### src/vout_cfg.svh
// Video output stage parameters
`ifndef VOUT_CFG_SVH
`define VOUT_CFG_SVH

// Bits per colour channel
`define VOUT_CH_W 8

// Lane 0 is R, lane 1 is G, lane 2 is B
`define VOUT_NUM_LANES 3

// Input to HDMI port latency in pclk_out cycles
`define VOUT_HDMI_LAT 2

// Input to VGA port latency with extra-out selected
`define VOUT_VGA_LAT 3

`endif

### src/vout_pkg.sv
// Video output types
`default_nettype none

`include "vout_cfg.svh"

package vout_pkg;

    typedef logic [`VOUT_CH_W-1:0] chan_t;

    typedef enum logic [1:0] {
        OSD_BLACK  = 2'd0,
        OSD_BLUE   = 2'd1,
        OSD_YELLOW = 2'd2,
        OSD_WHITE  = 2'd3
    } osd_color_e;

    // Expansion connector usage
    typedef enum logic [1:0] {
        EXP_OFF        = 2'd0,
        EXP_EXTRA_OUT  = 2'd1,
        EXP_LEGACY_IN  = 2'd2,
        EXP_UVC_BRIDGE = 2'd3
    } exp_sel_e;

    typedef enum logic [1:0] {
        EXTRA_RGBHV = 2'd0,
        EXTRA_RGBCS = 2'd1,
        EXTRA_RGSB  = 2'd2,
        EXTRA_YPBPR = 2'd3
    } extra_out_mode_e;

endpackage

`default_nettype wire

### src/vout_lane_if.sv
// Palette to lane bus
`timescale 1ns/1ns
`default_nettype none

`include "vout_cfg.svh"

interface vout_lane_if;

    // Scaler pixel, one channel per lane
    vout_pkg::chan_t sc_val  [`VOUT_NUM_LANES];
    vout_pkg::chan_t osd_val [`VOUT_NUM_LANES];
    logic            osd_active;
    logic            vga_en;

    modport palette_mp (
        output sc_val,
        output osd_val,
        output osd_active,
        output vga_en
    );

    modport lane_mp (
        input sc_val,
        input osd_val,
        input osd_active,
        input vga_en
    );

endinterface

`default_nettype wire

### src/osd_palette.sv
// OSD palette and stage 1 sync
`timescale 1ns/1ns
`default_nettype none

`include "vout_cfg.svh"

module osd_palette (
    input  logic                       pclk_out,
    input  logic                       po_reset_n,
    input  vout_pkg::chan_t            r_i,
    input  vout_pkg::chan_t            g_i,
    input  vout_pkg::chan_t            b_i,
    input  logic                       hsync_i,
    input  logic                       vsync_i,
    input  logic                       de_i,
    input  logic                       osd_enable_i,
    input  vout_pkg::osd_color_e       osd_color_i,
    input  vout_pkg::exp_sel_e         exp_sel_i,
    input  vout_pkg::extra_out_mode_e  extra_out_mode_i,
    vout_lane_if.palette_mp            lane_o,
    output logic                       hs_s1_o,
    output logic                       vs_s1_o,
    output logic                       de_s1_o,
    output logic                       vga_en_s1_o,
    output vout_pkg::extra_out_mode_e  mode_s1_o
);

    localparam int PIX_W = `VOUT_NUM_LANES * `VOUT_CH_W;
    localparam vout_pkg::chan_t CH_OFF = '0;
    localparam vout_pkg::chan_t CH_ON  = '1;

    logic [PIX_W-1:0] osd_rgb;
    logic [PIX_W-1:0] sc_rgb;
    logic             vga_en;

    assign sc_rgb = {r_i, g_i, b_i};
    assign vga_en = (exp_sel_i == vout_pkg::EXP_EXTRA_OUT);

    always_comb begin
        case (osd_color_i)
            vout_pkg::OSD_BLACK:  osd_rgb = {CH_OFF, CH_OFF, CH_OFF};
            vout_pkg::OSD_BLUE:   osd_rgb = {CH_OFF, CH_OFF, CH_ON};
            vout_pkg::OSD_YELLOW: osd_rgb = {CH_ON, CH_ON, CH_OFF};
            default:              osd_rgb = {CH_ON, CH_ON, CH_ON};
        endcase
    end

    // Lane 0 takes the top channel
    for (genvar i = 0; i < `VOUT_NUM_LANES; i++) begin : split_gen
        assign lane_o.sc_val[i]  = sc_rgb[(`VOUT_NUM_LANES-1-i)*`VOUT_CH_W +: `VOUT_CH_W];
        assign lane_o.osd_val[i] = osd_rgb[(`VOUT_NUM_LANES-1-i)*`VOUT_CH_W +: `VOUT_CH_W];
    end

    assign lane_o.osd_active = osd_enable_i;
    assign lane_o.vga_en     = vga_en;

    always_ff @(posedge pclk_out or negedge po_reset_n) begin
        if (!po_reset_n) begin
            hs_s1_o     <= 1'b0;
            vs_s1_o     <= 1'b0;
            de_s1_o     <= 1'b0;
            vga_en_s1_o <= 1'b0;
            mode_s1_o   <= vout_pkg::EXTRA_RGBHV;
        end else begin
            hs_s1_o     <= hsync_i;
            vs_s1_o     <= vsync_i;
            de_s1_o     <= de_i;
            vga_en_s1_o <= vga_en;
            mode_s1_o   <= extra_out_mode_i;
        end
    end

endmodule

`default_nettype wire

### src/pixel_lane.sv
// Per-colour pixel lane
`timescale 1ns/1ns
`default_nettype none

module pixel_lane #(
    parameter int LANE = 0
) (
    input  logic             pclk_out,
    input  logic             po_reset_n,
    vout_lane_if.lane_mp     lane_i,
    output vout_pkg::chan_t  hdmi_o,
    output vout_pkg::chan_t  vga_o
);

    vout_pkg::chan_t pix_s1;
    vout_pkg::chan_t vga_pre;
    logic            vga_en_s1;
    logic            vga_en_s2;

    // Overlay result, stage 1
    always_ff @(posedge pclk_out or negedge po_reset_n) begin
        if (!po_reset_n) begin
            pix_s1    <= '0;
            vga_en_s1 <= 1'b0;
        end else begin
            if (lane_i.osd_active) begin
                pix_s1 <= lane_i.osd_val[LANE];
            end else begin
                pix_s1 <= lane_i.sc_val[LANE];
            end
            vga_en_s1 <= lane_i.vga_en;
        end
    end

    // HDMI transmitter register
    always_ff @(posedge pclk_out or negedge po_reset_n) begin
        if (!po_reset_n) begin
            hdmi_o <= '0;
        end else begin
            hdmi_o <= pix_s1;
        end
    end

    // VGA DAC path one stage behind HDMI
    always_ff @(posedge pclk_out or negedge po_reset_n) begin
        if (!po_reset_n) begin
            vga_pre   <= '0;
            vga_o     <= '0;
            vga_en_s2 <= 1'b0;
        end else begin
            vga_en_s2 <= vga_en_s1;
            if (vga_en_s1) begin
                vga_pre <= pix_s1;
            end
            // Holds while extra-out is off
            if (vga_en_s2) begin
                vga_o <= vga_pre;
            end
        end
    end

endmodule

`default_nettype wire

### src/sync_encoder.sv
// HDMI and VGA sync encoder
`timescale 1ns/1ns
`default_nettype none

module sync_encoder (
    input  logic                       pclk_out,
    input  logic                       po_reset_n,
    input  logic                       hs_s1_i,
    input  logic                       vs_s1_i,
    input  logic                       de_s1_i,
    input  logic                       vga_en_s1_i,
    input  vout_pkg::extra_out_mode_e  mode_s1_i,
    output logic                       hdmi_hsync_o,
    output logic                       hdmi_vsync_o,
    output logic                       hdmi_de_o,
    output logic                       vga_hs_o,
    output logic                       vga_vs_o,
    output logic                       vga_blank_n_o,
    output logic                       vga_sync_n_o,
    output logic                       vga_oe_o
);

    logic csync;
    logic hs_enc;
    logic vs_enc;
    logic blank_n_enc;
    logic sync_n_enc;
    logic hs_pre;
    logic vs_pre;
    logic blank_n_pre;
    logic sync_n_pre;
    logic vga_en_s2;

    assign csync = ~(hs_s1_i ^ vs_s1_i);

    always_comb begin
        hs_enc      = csync;
        vs_enc      = 1'b1;
        blank_n_enc = de_s1_i;
        sync_n_enc  = 1'b0;
        case (mode_s1_i)
            vout_pkg::EXTRA_RGBHV: begin
                hs_enc = hs_s1_i;
                vs_enc = vs_s1_i;
            end
            vout_pkg::EXTRA_RGSB: sync_n_enc = csync;
            // Treated as RGsB sync with blanking kept off
            vout_pkg::EXTRA_YPBPR: begin
                blank_n_enc = 1'b1;
                sync_n_enc  = csync;
            end
            default: sync_n_enc = 1'b0;
        endcase
    end

    always_ff @(posedge pclk_out or negedge po_reset_n) begin
        if (!po_reset_n) begin
            hdmi_hsync_o <= 1'b0;
            hdmi_vsync_o <= 1'b0;
            hdmi_de_o    <= 1'b0;
        end else begin
            hdmi_hsync_o <= hs_s1_i;
            hdmi_vsync_o <= vs_s1_i;
            hdmi_de_o    <= de_s1_i;
        end
    end

    // Same hold rule as the lane VGA registers
    always_ff @(posedge pclk_out or negedge po_reset_n) begin
        if (!po_reset_n) begin
            {hs_pre, vs_pre, blank_n_pre, sync_n_pre} <= 4'b0000;
            {vga_hs_o, vga_vs_o, vga_blank_n_o, vga_sync_n_o} <= 4'b0000;
            vga_en_s2 <= 1'b0;
            vga_oe_o  <= 1'b0;
        end else begin
            vga_en_s2 <= vga_en_s1_i;
            vga_oe_o  <= vga_en_s2;
            if (vga_en_s1_i) begin
                {hs_pre, vs_pre, blank_n_pre, sync_n_pre} <=
                    {hs_enc, vs_enc, blank_n_enc, sync_n_enc};
            end
            if (vga_en_s2) begin
                {vga_hs_o, vga_vs_o, vga_blank_n_o, vga_sync_n_o} <=
                    {hs_pre, vs_pre, blank_n_pre, sync_n_pre};
            end
        end
    end

endmodule

`default_nettype wire

### src/video_out_top.sv
// Video output stage top level
`timescale 1ns/1ns
`default_nettype none

`include "vout_cfg.svh"

// HDMI port is VOUT_HDMI_LAT cycles behind the inputs, VGA port VOUT_VGA_LAT
module video_out_top (
    input  logic                       pclk_out,
    input  logic                       po_reset_n,
    input  vout_pkg::chan_t            r_i,
    input  vout_pkg::chan_t            g_i,
    input  vout_pkg::chan_t            b_i,
    input  logic                       hsync_i,
    input  logic                       vsync_i,
    input  logic                       de_i,
    input  logic                       osd_enable_i,
    input  vout_pkg::osd_color_e       osd_color_i,
    input  vout_pkg::exp_sel_e         exp_sel_i,
    input  vout_pkg::extra_out_mode_e  extra_out_mode_i,
    output vout_pkg::chan_t            hdmi_r_o,
    output vout_pkg::chan_t            hdmi_g_o,
    output vout_pkg::chan_t            hdmi_b_o,
    output logic                       hdmi_hsync_o,
    output logic                       hdmi_vsync_o,
    output logic                       hdmi_de_o,
    output vout_pkg::chan_t            vga_r_o,
    output vout_pkg::chan_t            vga_g_o,
    output vout_pkg::chan_t            vga_b_o,
    output logic                       vga_hs_o,
    output logic                       vga_vs_o,
    output logic                       vga_blank_n_o,
    output logic                       vga_sync_n_o,
    output logic                       vga_oe_o
);

    vout_lane_if lane_bus ();

    logic                      hs_s1;
    logic                      vs_s1;
    logic                      de_s1;
    logic                      vga_en_s1;
    vout_pkg::extra_out_mode_e mode_s1;
    vout_pkg::chan_t           hdmi_lane [`VOUT_NUM_LANES];
    vout_pkg::chan_t           vga_lane  [`VOUT_NUM_LANES];

    osd_palette palette0 (
        .pclk_out         (pclk_out),
        .po_reset_n       (po_reset_n),
        .r_i              (r_i),
        .g_i              (g_i),
        .b_i              (b_i),
        .hsync_i          (hsync_i),
        .vsync_i          (vsync_i),
        .de_i             (de_i),
        .osd_enable_i     (osd_enable_i),
        .osd_color_i      (osd_color_i),
        .exp_sel_i        (exp_sel_i),
        .extra_out_mode_i (extra_out_mode_i),
        .lane_o           (lane_bus),
        .hs_s1_o          (hs_s1),
        .vs_s1_o          (vs_s1),
        .de_s1_o          (de_s1),
        .vga_en_s1_o      (vga_en_s1),
        .mode_s1_o        (mode_s1)
    );

    for (genvar i = 0; i < `VOUT_NUM_LANES; i++) begin : lane_gen
        pixel_lane #(
            .LANE (i)
        ) lane0 (
            .pclk_out   (pclk_out),
            .po_reset_n (po_reset_n),
            .lane_i     (lane_bus),
            .hdmi_o     (hdmi_lane[i]),
            .vga_o      (vga_lane[i])
        );
    end

    sync_encoder sync0 (
        .pclk_out      (pclk_out),
        .po_reset_n    (po_reset_n),
        .hs_s1_i       (hs_s1),
        .vs_s1_i       (vs_s1),
        .de_s1_i       (de_s1),
        .vga_en_s1_i   (vga_en_s1),
        .mode_s1_i     (mode_s1),
        .hdmi_hsync_o  (hdmi_hsync_o),
        .hdmi_vsync_o  (hdmi_vsync_o),
        .hdmi_de_o     (hdmi_de_o),
        .vga_hs_o      (vga_hs_o),
        .vga_vs_o      (vga_vs_o),
        .vga_blank_n_o (vga_blank_n_o),
        .vga_sync_n_o  (vga_sync_n_o),
        .vga_oe_o      (vga_oe_o)
    );

    assign hdmi_r_o = hdmi_lane[0];
    assign hdmi_g_o = hdmi_lane[1];
    assign hdmi_b_o = hdmi_lane[2];
    assign vga_r_o  = vga_lane[0];
    assign vga_g_o  = vga_lane[1];
    assign vga_b_o  = vga_lane[2];

endmodule

`default_nettype wire

### config.mk
export PLATFORM = sky130hd
export DESIGN_NAME = video_out_top
export DESIGN_NICKNAME = d
export VERILOG_FILES = /design/src/vout_pkg.sv /design/src/vout_lane_if.sv /design/src/osd_palette.sv /design/src/pixel_lane.sv /design/src/sync_encoder.sv /design/src/video_out_top.sv
export VERILOG_INCLUDE_DIRS = /design/src
export SDC_FILE = /design/constraint.sdc
export NUM_CORES = 1
export LEC_CHECK = 0
export BUFFER_PORTS_ARGS = -buffer_cell sky130_fd_sc_hd__buf_2
export CAP_MARGIN = 40
export CORE_MARGIN = 10
export CORE_UTILIZATION = 36
export CTS_CLUSTER_SIZE = 28
export DETAILED_ROUTE_END_ITERATION = 8
export PLACE_DENSITY = 0.62
export SLEW_MARGIN = 20
export SYNTH_ARGS = -nofsm -noshare
export SYNTH_HDL_FRONTEND = slang
export SYNTH_SLANG_ARGS = --single-unit
### constraint.sdc
create_clock -name pclk_out -period 3.1 [get_ports pclk_out]
set_clock_uncertainty 0.2 [all_clocks]
set_input_delay 0.31 -clock pclk_out [delete_from_list [all_inputs] [get_ports pclk_out]]
set_output_delay 0.31 -clock pclk_out [all_outputs]
set_load 0.03 [all_outputs]
=== Word-level counts from Yosys, hierarchy flattened ===
Cells that the tools add are included.

* Logic and storage cells: 48
* Register bits: 115

* Mux-type cells: 8
* Bitwise operators: 2
* Reduce and logical (&&, ||, !) cells: 3
* Equal/unequal tests: 5

{| class="wikitable"
|+ Operators with widths
! operator !! number
|-
| 24-bit one-hot mux with 3 select lines || 1
|-
| 8-bit 2-to-1 mux || 3
|-
| 2-bit == test, second input constant || 3
|-
| 2-bit by 1-bit == test with 1-bit output, second input constant || 2
|-
| 2-bit zero test || 2
|-
| 1-bit 2-to-1 mux || 4
|-
| 2-bit OR reduction || 1
|-
| 1-bit inverter || 1
|-
| 1-bit bitwise XOR || 1
|}

=== Logic depth before layout (Yosys ltp) ===
Gate-level depths: netlist of the first run.

* Word-level depth: 3
* Mapped depth: 4
* Mapped depth without buffers: 3

=== Modules after synthesis ===
A second synthesis of the first run with hierarchy kept.

* Cells, all modules: 271
* Area total of the unflattened synthesis: 4709.5 sq um

{| class="wikitable"
|+ Modules (own cells, without submodules)
! module !! cells each !! area each (sq um) !! seq. area each (sq um) !! instances
|-
| pixel_lane || 61 || 1244.9 || 850.8 || 3
|-
| osd_palette || 56 || 524.3 || 150.1 || 1
|-
| sync_encoder || 32 || 450.4 || 325.3 || 1
|}

=== Worst setup path before layout of the first run ===
OpenSTA, ideal clock, no wires.

* Path type: reg-to-reg
* From: reg sync0.vga_en_s2 (netlist name)
* To: reg lane_gen[0].lane0.vga_o[0]
* Arrival time: 0.933 ns
* Library setup time: 0.125 ns
* Buffers on the path: 2
* Clock period less this slack: 1.258 ns
* Setup slack: 1.842 ns
* Cell stages (with the launch flop): 4
* Path through: dfrtp_1 buf_6 buf_12 mux2_4

{| class="wikitable"
|+ RTL lines
! item !! line !! RTL
|-
| to (signal assigned) || pixel_lane.sv:57 || <nowiki>vga_o <= vga_pre;</nowiki>
|-
| to (decl) || pixel_lane.sv:12 || <nowiki>output vout_pkg::chan_t vga_o</nowiki>
|}

=== Worst setup path after layout of the first run ===
* From: reg lane_gen[0].lane0.vga_o[7]
* To: out vga_r_o[7]

{| class="wikitable"
|+ RTL lines
! item !! line !! RTL
|-
| to (decl) || video_out_top.sv:27 || <nowiki>output vout_pkg::chan_t vga_r_o,</nowiki>
|}

No word-level cell between the ends.

==> flow_summary.yaml, run 1 <==
status:
  status: "complete, no violations"
floorplanning:
  fp.dieW_um: 126
  core_area_um2: 10900
  start_util_pct: 37.0
  die_h_um: 126
  pin_count: 92
  die_area_um2: 15800
  core.rowCount: 38
critical_path:
  cp.depth: 1
  path_buf_inv: 1
  cp.arrival_ns: 1.09
  cp_max_fo: 2
  r2r_start: "lane_gen[2].lane0.vga_en_s1"
  path_delay_family: "flip-flops"
  rrSetupSlack_ns: 1.55
  cp-start-kind: "flop"
  worst_ep_required_time_ns: 2.59
  crit_slowest_cell: "dfrtp_1"
  critPathCaptureType: "primary output"
  crit_chain: "buf_2"
  r2r_end: "lane_gen[1].lane0.vga_pre[7]"
  max_stage_delay_ns: 0.39
  r2r_cells: 2
  worstSetupPathType: "flop to primary output"
finish:
  fin_nets: 423
  area_delta_synth_final_pct: 37.5
  diodes: 0
  drive_gt1_share_pct: 43.8
  fin_area_um2: 5540
grt:
  overflow: 0
  track_usage_pct: 11.5
  grt_pass1_wl_um: 14200
  grt_max_degree: 59
  grt_antenna_before_repair: 0
  grt_pass1_vias: 2681
yosys:
  yosys_register_bits: 115
  postSynthAreaPerCell_um2: 16.7
  synth_edf_count: 0
  synthDistinctLibCells: 19
  synth_top_flop_cell: "dfrtp_1"
  synth.area.top_cells: "dfrtp_1 (71%), mux2_4 (16%), o21ai_0 (3.1%), mux2_2 (2.8%), inv_1 (2.3%)"
  yosysTopAreaCell: "dfrtp_1"
  syn_area_um2: 4030
  synthCells: 242
  synth.most_common_cell: "dfrtp_1"
  synth_top_area_share_pct: 71.4
  syn-num-nets: 278
  ys_warn_count: 0
  async_flop_share_pct: 100
  synth_common_cells: "dfrtp_1 (115), mux2_4 (42), inv_1 (25), o21ai_0 (25), mux2_2 (10)"
  synth-seq-area-share_pct: 71.4
power_and_ir_drop:
  p_leak_uw: 0.00275
  powerDensity_nw_per_um2: 775
  p_int_uw: 3140
  switchingPower_uw: 1150
  ir_drop_mv: 0.335
  sw_frac_of_total_pct: 26.9
  clockPowerShare_pct: 40.0
  p_comb_share_pct: 17.5
  power_frac_seq_pct: 42.5
clock_tree:
  clock_tree.htree_level_count: 4
  numCtsBuffers: 17
  cts_setup_buffers: 0
  clkTransAtPathRegs_ns: 0.05
  cts_buffer_depth: 2
  cts_tree: "yes"
  root_buffer: "clkbuf_8"
  clk_latency_ns: 0.51
  holdBufCountCts: 40
  post_cts_resize_count: 0
  cts_sinks: 115
timing:
  worst_pin_slew_ns: 0.716
  relSlewSlack_pct: 52.3
  post-route-min-period_ns: 1.60
  hold_ws_ns: 0.109
  tns_ns: 0
  fin_crit_sh_pct: 51.5
  hold_viol: 0
  finalSetupViolCount: 0
  fmax_mhz: 626
  maxSlewViolCount: 0
  rsz0062_at_grt: "no"
worst_hold_path:
  min_from: "osd_enable_i"
  hold_depth: 2
  hold_path_end: "lane_gen[0].lane0.pix_s1[1]"
  hold_class: "input pin to flop"
detailed_routing:
  routed_wl_um: 8600
  ant_nets: 0
  drc: 0
  drt_iter0_drc: 164
  viasPerCell: 4.32
  vias: 2335
  wl_per_cell_um: 15.9
  drt-pass1-iter-count: 4
run:
  max_cap_viol_count: 0
placement:
  gp_congestion: 0.697
  numPortBuffers: 91
  placed_area_um2: 4600
  hpwl_um: 5490
cell type report:
type / instances / area (um^2)
Clock buffer: 26 / 468
Clock inverter: 6 / 55.1
Fill cell: 956 / 5350
Inverter: 25 / 93.8
Multi-Input combinational cell: 92 / 948
Sequential cell: 115 / 2880
Tap cell: 140 / 175
Timing Repair Buffer: 136 / 921
per-stage QoR:
step                      cells  utilization [%]  total power (uW)  setup slack [ns]
after floorplan             242                -              2320              1.84
after global placement      466             42.0              2550              1.30
after detailed placement    467             42.2              2570              1.29
after CTS                   539             50.7              4350              1.38
after global routing        540             50.9              4490              1.46
final                       540             50.9              4290              1.50
registers in the layout, summed over array words and instances (netlist names):
| signal | flops |
|---|---|
| sync0.vga_oe_o | 1 |
| lane_gen.lane0.vga_o | 24 |
| palette0.hs_s1_o | 1 |
| lane_gen.lane0.vga_en_s1 | 1 |
| palette0.mode_s1_o | 2 |
| sync0.sync_n_pre | 1 |
| sync0.hdmi_de_o | 1 |
| sync0.vga_sync_n_o | 1 |
| sync0.hdmi_hsync_o | 1 |
| sync0.vga_vs_o | 1 |
| palette0.vs_s1_o | 1 |
| lane_gen.lane0.pix_s1 | 24 |
| sync0.hs_pre | 1 |
| sync0.vga_hs_o | 1 |
| sync0.vga_blank_n_o | 1 |
| lane_gen.lane0.vga_pre | 24 |
| sync0.blank_n_pre | 1 |
| sync0.vs_pre | 1 |
| palette0.de_s1_o | 1 |
| lane_gen.lane0.hdmi_o | 24 |
| sync0.vga_en_s2 | 1 |
| sync0.hdmi_vsync_o | 1 |
cell usage in the layout (no fill, tap or decap), drive strengths merged:
cell type	instances
clkinv	5
o21ai	25
mux2	52
dfrtp	115
nand3	1
clkbuf	26
buf	96
o21bai	1
nor3	1
xor2	1
a21oi	4
nor2	3
dlygate4sd3	40
xnor2	1
inv	25
nand2	2
bufinv	1
nor2b	1
cell families after synthesis:
logic type / share of synthesized area [%]
AOI/OAI and AO/OA: 3.79
xor gates and xnor gates: 0.435
buffers and inverters: 5.06
muxes: 18.4
DFF: 71.4
and+or+nand+nor: 0.869
layer usage:
| metal | GRT usage (%) | wire length (um) | vias up |
|---|---|---|---|
| li1 | - | - | 1091 |
| met1 | 12.8 | 3490 | 1159 |
| met2 | 18.4 | 4390 | 65 |
| met3 | 4.11 | 471 | 20 |
| met4 | 6.97 | 249 | 0 |
| met5 | 0 | 0 | - |
power groups by stage:
stage	Sequential [uW]	Clock (uW)	Combinational, uW
final	1820	1720	751
after global routing	1850	1840	799
after CTS	1840	1760	754
after detailed placement	1860	0	710
after global placement	1850	0	694
after floorplan	2060	0	257
how the worst max path moves through the flow:
stage	startpoint	end	slack, ns
6_report	lane_gen[0].lane0.vga_o[7]	vga_r_o[7]	1.50
5_1_grt	lane_gen[0].lane0.vga_o[0]	vga_r_o[0]	1.46
4_1_cts	sync0.vga_en_s2	lane_gen[0].lane0.vga_o[7]	1.38
3_5_place_dp	osd_enable_i	lane_gen[1].lane0.pix_s1[3]	1.29
3_3_place_gp	osd_enable_i	lane_gen[1].lane0.pix_s1[3]	1.30
2_1_floorplan	sync0.vga_en_s2	lane_gen[0].lane0.vga_o[0]	1.84
Note: power is estimated with default switching activity, not from simulation.
==> inputs of run 2 (changes only) <==
- ABC_AREA: default -> 1
- clock period: 3.1 -> 1.5 ns (I/O delays scaled with it)
==> run 2 against run 1 <==
Against the previous run: non-clock buffer count up 22; register-to-register slack worse by 1.3 ns; die area shrank 1.2%; global-route usage is 0.27 points higher; worst setup slack got worse by 1.4 ns; flip-flop and latch count did not move; cell count up 19%; wire length grew 2.8%; critical endpoint is now vga_r_o[4]; highest routed layer unchanged.
==> flow_summary.yaml, run 2 <==
yosys:
  synth-xor-area-share_pct: 0.220
  async_flop_share_pct: 100
  synth_top_flop_cell: "dfrtp_1"
  synth_compound_area_share_pct: 11.7
  synthDistinctLibCells: 19
  synth.area.top_cells: "dfrtp_1 (72%), o21ai_0 (6.2%), inv_1 (5.1%), a21oi_2 (4.4%), nand2_1 (3.2%)"
  synthCells: 329
  synth-seq-area-share_pct: 72.4
  yosys_register_bits: 115
  syn_area_um2: 3970
  synth_top_family_by_area: "compound AO/OA/AOI/OAI gates"
  synth_common_cells: "dfrtp_1 (115), inv_1 (54), o21ai_0 (49), nand2_1 (34), nor2_1 (27)"
  synthAdderAreaFrac_pct: 0
  synth.most_common_cell: "dfrtp_1"
  muxShareOfSynthArea_pct: 1.13
  yosysTopAreaCell: "dfrtp_1"
  postSynthAreaPerCell_um2: 12.1
  ys_warn_count: 0
  synthSimpleGateAreaFrac_pct: 6.05
  syn-num-nets: 365
  synth_edf_count: 0
  synth_top_area_share_pct: 72.4
floorplanning:
  fp.dieW_um: 125
  start_util_pct: 36.6
  pin_count: 92
  die_h_um: 125
  die_area_um2: 15600
  core_area_um2: 10800
  core.rowCount: 38
critical_path:
  cp-start-kind: "flop"
  max_stage_delay_ns: 0.40
  cp.arrival_ns: 1.08
  critPathCaptureType: "primary output"
  path_delay_family: "flip-flops"
  path_buf_inv: 1
  cp_max_fo: 2
  worstSetupPathType: "flop to primary output"
  crit_chain: "buf_2"
  worst_ep_required_time_ns: 1.15
  crit_slowest_cell: "dfrtp_1"
detailed_routing:
  viasPerCell: 4.19
  ant_nets: 0
  routed_wl_um: 8830
  drt-pass1-iter-count: 4
  vias: 2697
  wl_per_cell_um: 13.7
  drt_iter0_drc: 136
  drc: 0
timing:
  maxSlewViolCount: 0
  relSlewSlack_pct: 79.6
  finalSetupViolCount: 0
  post-route-min-period_ns: 1.43
  hold_viol: 0
  fmax_mhz: 698
  worst_pin_slew_ns: 0.305
  fin_crit_sh_pct: 95.5
  hold_ws_ns: 0.0909
  rsz0062_at_grt: "no"
  tns_ns: 0
grt:
  overflow: 0
  grt_antenna_before_repair: 0
  track_usage_pct: 11.7
  grt_pass1_vias: 2997
  grt_max_degree: 33
  grt_pass1_wl_um: 14900
worst_hold_path:
  hold_class: "input pin to flop"
clock_tree:
  clk_latency_ns: 0.50
  cts_sinks: 115
  clkTransAtPathRegs_ns: 0.06
  cts_tree: "yes"
  root_buffer: "clkbuf_8"
  cts_buffer_depth: 2
  numCtsBuffers: 17
  clock_tree.htree_level_count: 4
placement:
  hpwl_um: 6060
  numPortBuffers: 91
  gp_congestion: 0.738
power_and_ir_drop:
  p_leak_uw: 0.00284
  powerDensity_nw_per_um2: 1530
  ir_drop_mv: 0.647
finish:
  num-fill-cells: 958
  diodes: 0
  mostFrequentLayoutCell: "dfrtp_1"
  final_cell_mix: "dfrtp_1 (113), buf_2 (89), dlygate4sd3_1 (57)"
  fin_nets: 527
  area_delta_synth_final_pct: 45.4
  regArea_um2: 2880
  drive_gt1_share_pct: 31.9
  multiInputGateArea_um2: 759
run:
  max_cap_viol_count: 0
status:
  status: "complete, no violations"
## run 2: cell types whose count changed in the layout (fill, tap and decap cells not counted), sizes merged, moves of 4 or more
cell / previous run / this run
a21oi: 4 / 26
buf: 96 / 100
clkbuf: 26 / 18
dlygate4sd3: 40 / 57
inv: 25 / 55
mux2: 52 / 4
nand2: 2 / 35
nor2: 3 / 27
o21ai: 25 / 50
## run 2: cells by family after synthesis
logic type / after synthesis
flip-flops: 115
AO/OA/AOI/OAI: 77
XOR/XNOR: 1
buffers and inverters: 69
AND/OR/NAND/NOR: 63
multiplexers: 4
## run 2: area by class of cell
type | instances | share of cell area, %
sequential | 115 | 49.9
timing repair buffer | 158 | 20.1
multi-input combinational | 145 | 13.1
clock buffer | 17 | 7.17
inverter | 54 | 3.51
clock inverter | 15 | 3.18
tap | 140 | 3.03
## run 2: report_power, final
part,switching (uW),leakage (uW),total (uW),internal (uW)
Clock,1430,0.000284,3970,2540
Sequential,158,0.00137,3600,3450
Combinational,813,0.00118,1260,450
Total,2400,0.00284,8830,6430
## run 2: final timing paths
path	start	endpoint	slack, ns	cells past startpoint
min in group asynchronous	po_reset_n	sync0.sync_n_pre	0.44	3
setup / recovery	lane_gen[0].lane0.vga_o[4]	vga_r_o[4]	0.07	1
hold reg to reg	lane_gen[2].lane0.pix_s1[5]	lane_gen[2].lane0.hdmi_o[5]	0.18	0
setup reg to reg	sync0.vga_en_s2	lane_gen[0].lane0.vga_o[4]	0.28	3
max in group asynchronous	po_reset_n	lane_gen[2].lane0.vga_en_s1	0.17	4
hold / removal	vsync_i	palette0.vs_s1_o	0.09	2
## run 2: metal layers
| layer | global-route usage (%) | wire length [um] | vias up |
|---|---|---|---|
| li1 | - | - | 1345 |
| met1 | 12.8 | 3680 | 1284 |
| met2 | 19.7 | 4510 | 61 |
| met3 | 4.94 | 527 | 7 |
| met4 | 5.01 | 112 | 0 |
| met5 | 0 | 0 | - |
## run 2: what timing repair did
action / 4_1_cts / 5_1_grt
gates resized for setup: 0 / 2
endpoints found under the hold margin: 145 / 0
hold buffers: 57 / 0
endpoints found under the setup margin: 0 / 2
setup buffers: 0 / 0
## run 2: metrics by stage
step / util [%] / instances / power [uW] / setup slack [ns] / instance area, um^2
final: 53.3 / 644 / 8830 / 0.0679 / 5780
after CTS: 53.2 / 644 / 8940 / 0.0322 / 5770
after detailed placement: 42.4 / 555 / 4810 / 0.287 / 4600
after global placement: 42.4 / 555 / 4770 / 0.315 / 4600
after floorplan: - / 329 / 4350 / 0.369 / 3970
after global routing: 53.3 / 644 / 9250 / 0.00944 / 5780
==> inputs of run 3 (changes only) <==
- BUFFER_PORTS_ARGS: -buffer_cell sky130_fd_sc_hd__buf_2 -> default
- CTS_CLUSTER_DIAMETER: default -> 40
- CTS_CLUSTER_SIZE: 28 -> default
- DONT_BUFFER_PORTS: default -> 1
- PLACE_DENSITY: 0.62 -> 0.55
==> run 3 against run 2 <==
Against the previous run: sequential power up 12%; largest power group is now sequential cells; combinational power fell by 62%; count of clock-buffer cells in the layout is 6 higher; flip-flop and latch count unchanged; power down 3.8%; the flow now finishes with violations (negative hold slack); clock power is essentially flat; highest routed layer unchanged; first-iteration DRC count rose by 28%; largest cell class unchanged.
==> flow_summary.yaml, run 3 (synthesized netlist as in run 2, its figures left out) <==
timing:
  relSlewSlack_pct: 75.6
  hold_viol: 115
  worst_pin_slew_ns: 0.365
  hold_ws_ns: -0.866
  tns_ns: 0
  maxSlewViolCount: 0
  post-route-min-period_ns: 1.42
  rsz0062_at_grt: "no"
  finalSetupViolCount: 0
  fmax_mhz: 706
  fin_crit_sh_pct: 94.4
critical_path:
  worstSetupPathType: "flop to primary output"
  critPathCaptureType: "primary output"
  crit_start: "lane_gen[0].lane0.vga_o[6]"
  cp_max_fo: 2
  r2r_start: "sync0.vga_en_s2"
  cp.arrival_ns: 1.07
  cp-start-kind: "flop"
  worst_ep_required_time_ns: 1.15
detailed_routing:
  routed_wl_um: 8090
  drt_iter0_drc: 174
  drc: 0
  viasPerCell: 4.32
  drt-pass1-iter-count: 4
  vias: 2279
  ant_nets: 0
  wl_per_cell_um: 15.3
placement:
  placed_area_um2: 4070
  numPortBuffers: 0
  hpwl_um: 5390
  place_inst: 458
  gp_congestion: 0.719
floorplanning:
  start_util_pct: 36.6
  pin_count: 92
  core.rowCount: 38
  die_area_um2: 15600
  fp.dieW_um: 125
  die_h_um: 125
  core_area_um2: 10800
worst_hold_path:
  hold_class: "input pin to asynchronous set/reset pin"
clock_tree:
  clkTransAtPathRegs_ns: 0.05
  cts_tree: "yes"
  clk_latency_ns: 0.51
  cts_setup_buffers: 0
  root_buffer: "clkbuf_8"
  cts_buffer_depth: 2
  clock_tree.htree_level_count: 4
  cts_sinks: 115
  holdBufCountCts: 37
  numCtsBuffers: 17
finish:
  mostFrequentLayoutCell: "dfrtp_1"
  drive_gt1_share_pct: 15.8
  final_core_util_pct: 46.5
  area_delta_synth_final_pct: 26.9
  fin_area_um2: 5040
  final_cell_mix: "dfrtp_1 (113), inv_1 (54), o21ai_0 (49)"
  stdcell_count: 527
  diodes: 0
  fin_nets: 410
power_and_ir_drop:
  power_uw: 8500
  p_leak_uw: 0.00235
  powerDensity_nw_per_um2: 1680
  ir_drop_mv: 0.793
grt:
  track_usage_pct: 11.0
  grt_antenna_before_repair: 0
  grt_max_degree: 116
  grt_pass1_vias: 2496
  grt_pass1_wl_um: 13300
  overflow: 0
run:
  max_cap_viol_count: 0
status:
  status: "finished, violations left"
  violations: "negative hold slack"
[run 3: changes by cell type in the layout (fill, tap and decap cells not counted)]
cell / delta
buf_6: -1
buf_2: -89
buf_4: -4
nand2_4: +1
clkbuf_4: -1
clkinv_2: +1
clkinv_4: -6
clkbuf_1: +3
nand2_2: -1
clkbuf_8: +3
buf_12: -2
dlygate4sd3_1: -20
inv_6: -1
[run 3: stage by stage]
| step | hold slack [ns] | setup WS, ns |
|---|---|---|
| after floorplan | -0.346 | 0.369 |
| after global placement | -0.342 | 0.344 |
| after detailed placement | -0.342 | 0.341 |
| after CTS | -0.901 | 0.0282 |
| after global routing | -0.904 | 0.0255 |
| final | -0.866 | 0.0836 |
[run 3: report_power, final]
group | total [uW] | internal (uW) | switching, uW
sequential | 4030 | 3440 | 589
clock | 3980 | 2650 | 1330
combinational | 482 | 240 | 242
[run 3: final cells by class]
cell class / instances / area, um^2
Fill cell: 983 / 5800
Sequential cell: 115 / 2880
Multi-Input combinational cell: 145 / 764
Clock buffer: 23 / 467
Timing Repair Buffer: 41 / 425
Inverter: 54 / 203
Tap cell: 140 / 175
Clock inverter: 9 / 128
[run 3: worst paths after layout]
kind                       cells past startpoint  slack (ns)                           to
min in group pclk_out                          2        0.07  lane_gen[0].lane0.pix_s1[4]
min                                            0       -0.87             palette0.hs_s1_o
max                                            0        0.08                   vga_r_o[6]
max reg2reg                                    3        0.33   lane_gen[1].lane0.vga_o[4]
max in group asynchronous                      0        1.82   lane_gen[1].lane0.vga_o[1]
min reg2reg                                    0        0.17  lane_gen[2].lane0.hdmi_o[3]
[run 3: layer usage]
metal / share of wire (%) / GRT usage [%] / up-vias
met5: 0 / 0 / -
met4: 2.6 / 6.57 / 0
met3: 7.1 / 5.45 / 14
met2: 50 / 17.3 / 58
met1: 40 / 11.6 / 1089
li1: - / - / 1118
[run 3: worst register-to-register path, stage by stage, from the launching register on]
cell,delay [ns]
dfrtp_2,0.48
buf_12,0.19
nor2_1,0.15
a21oi_2,0.04
[run 3: repair_timing]
action                                  4_1_cts  5_1_grt
resized for setup                             0        1
endpoints found under the hold margin       145      115
endpoints found under the setup margin        0       15
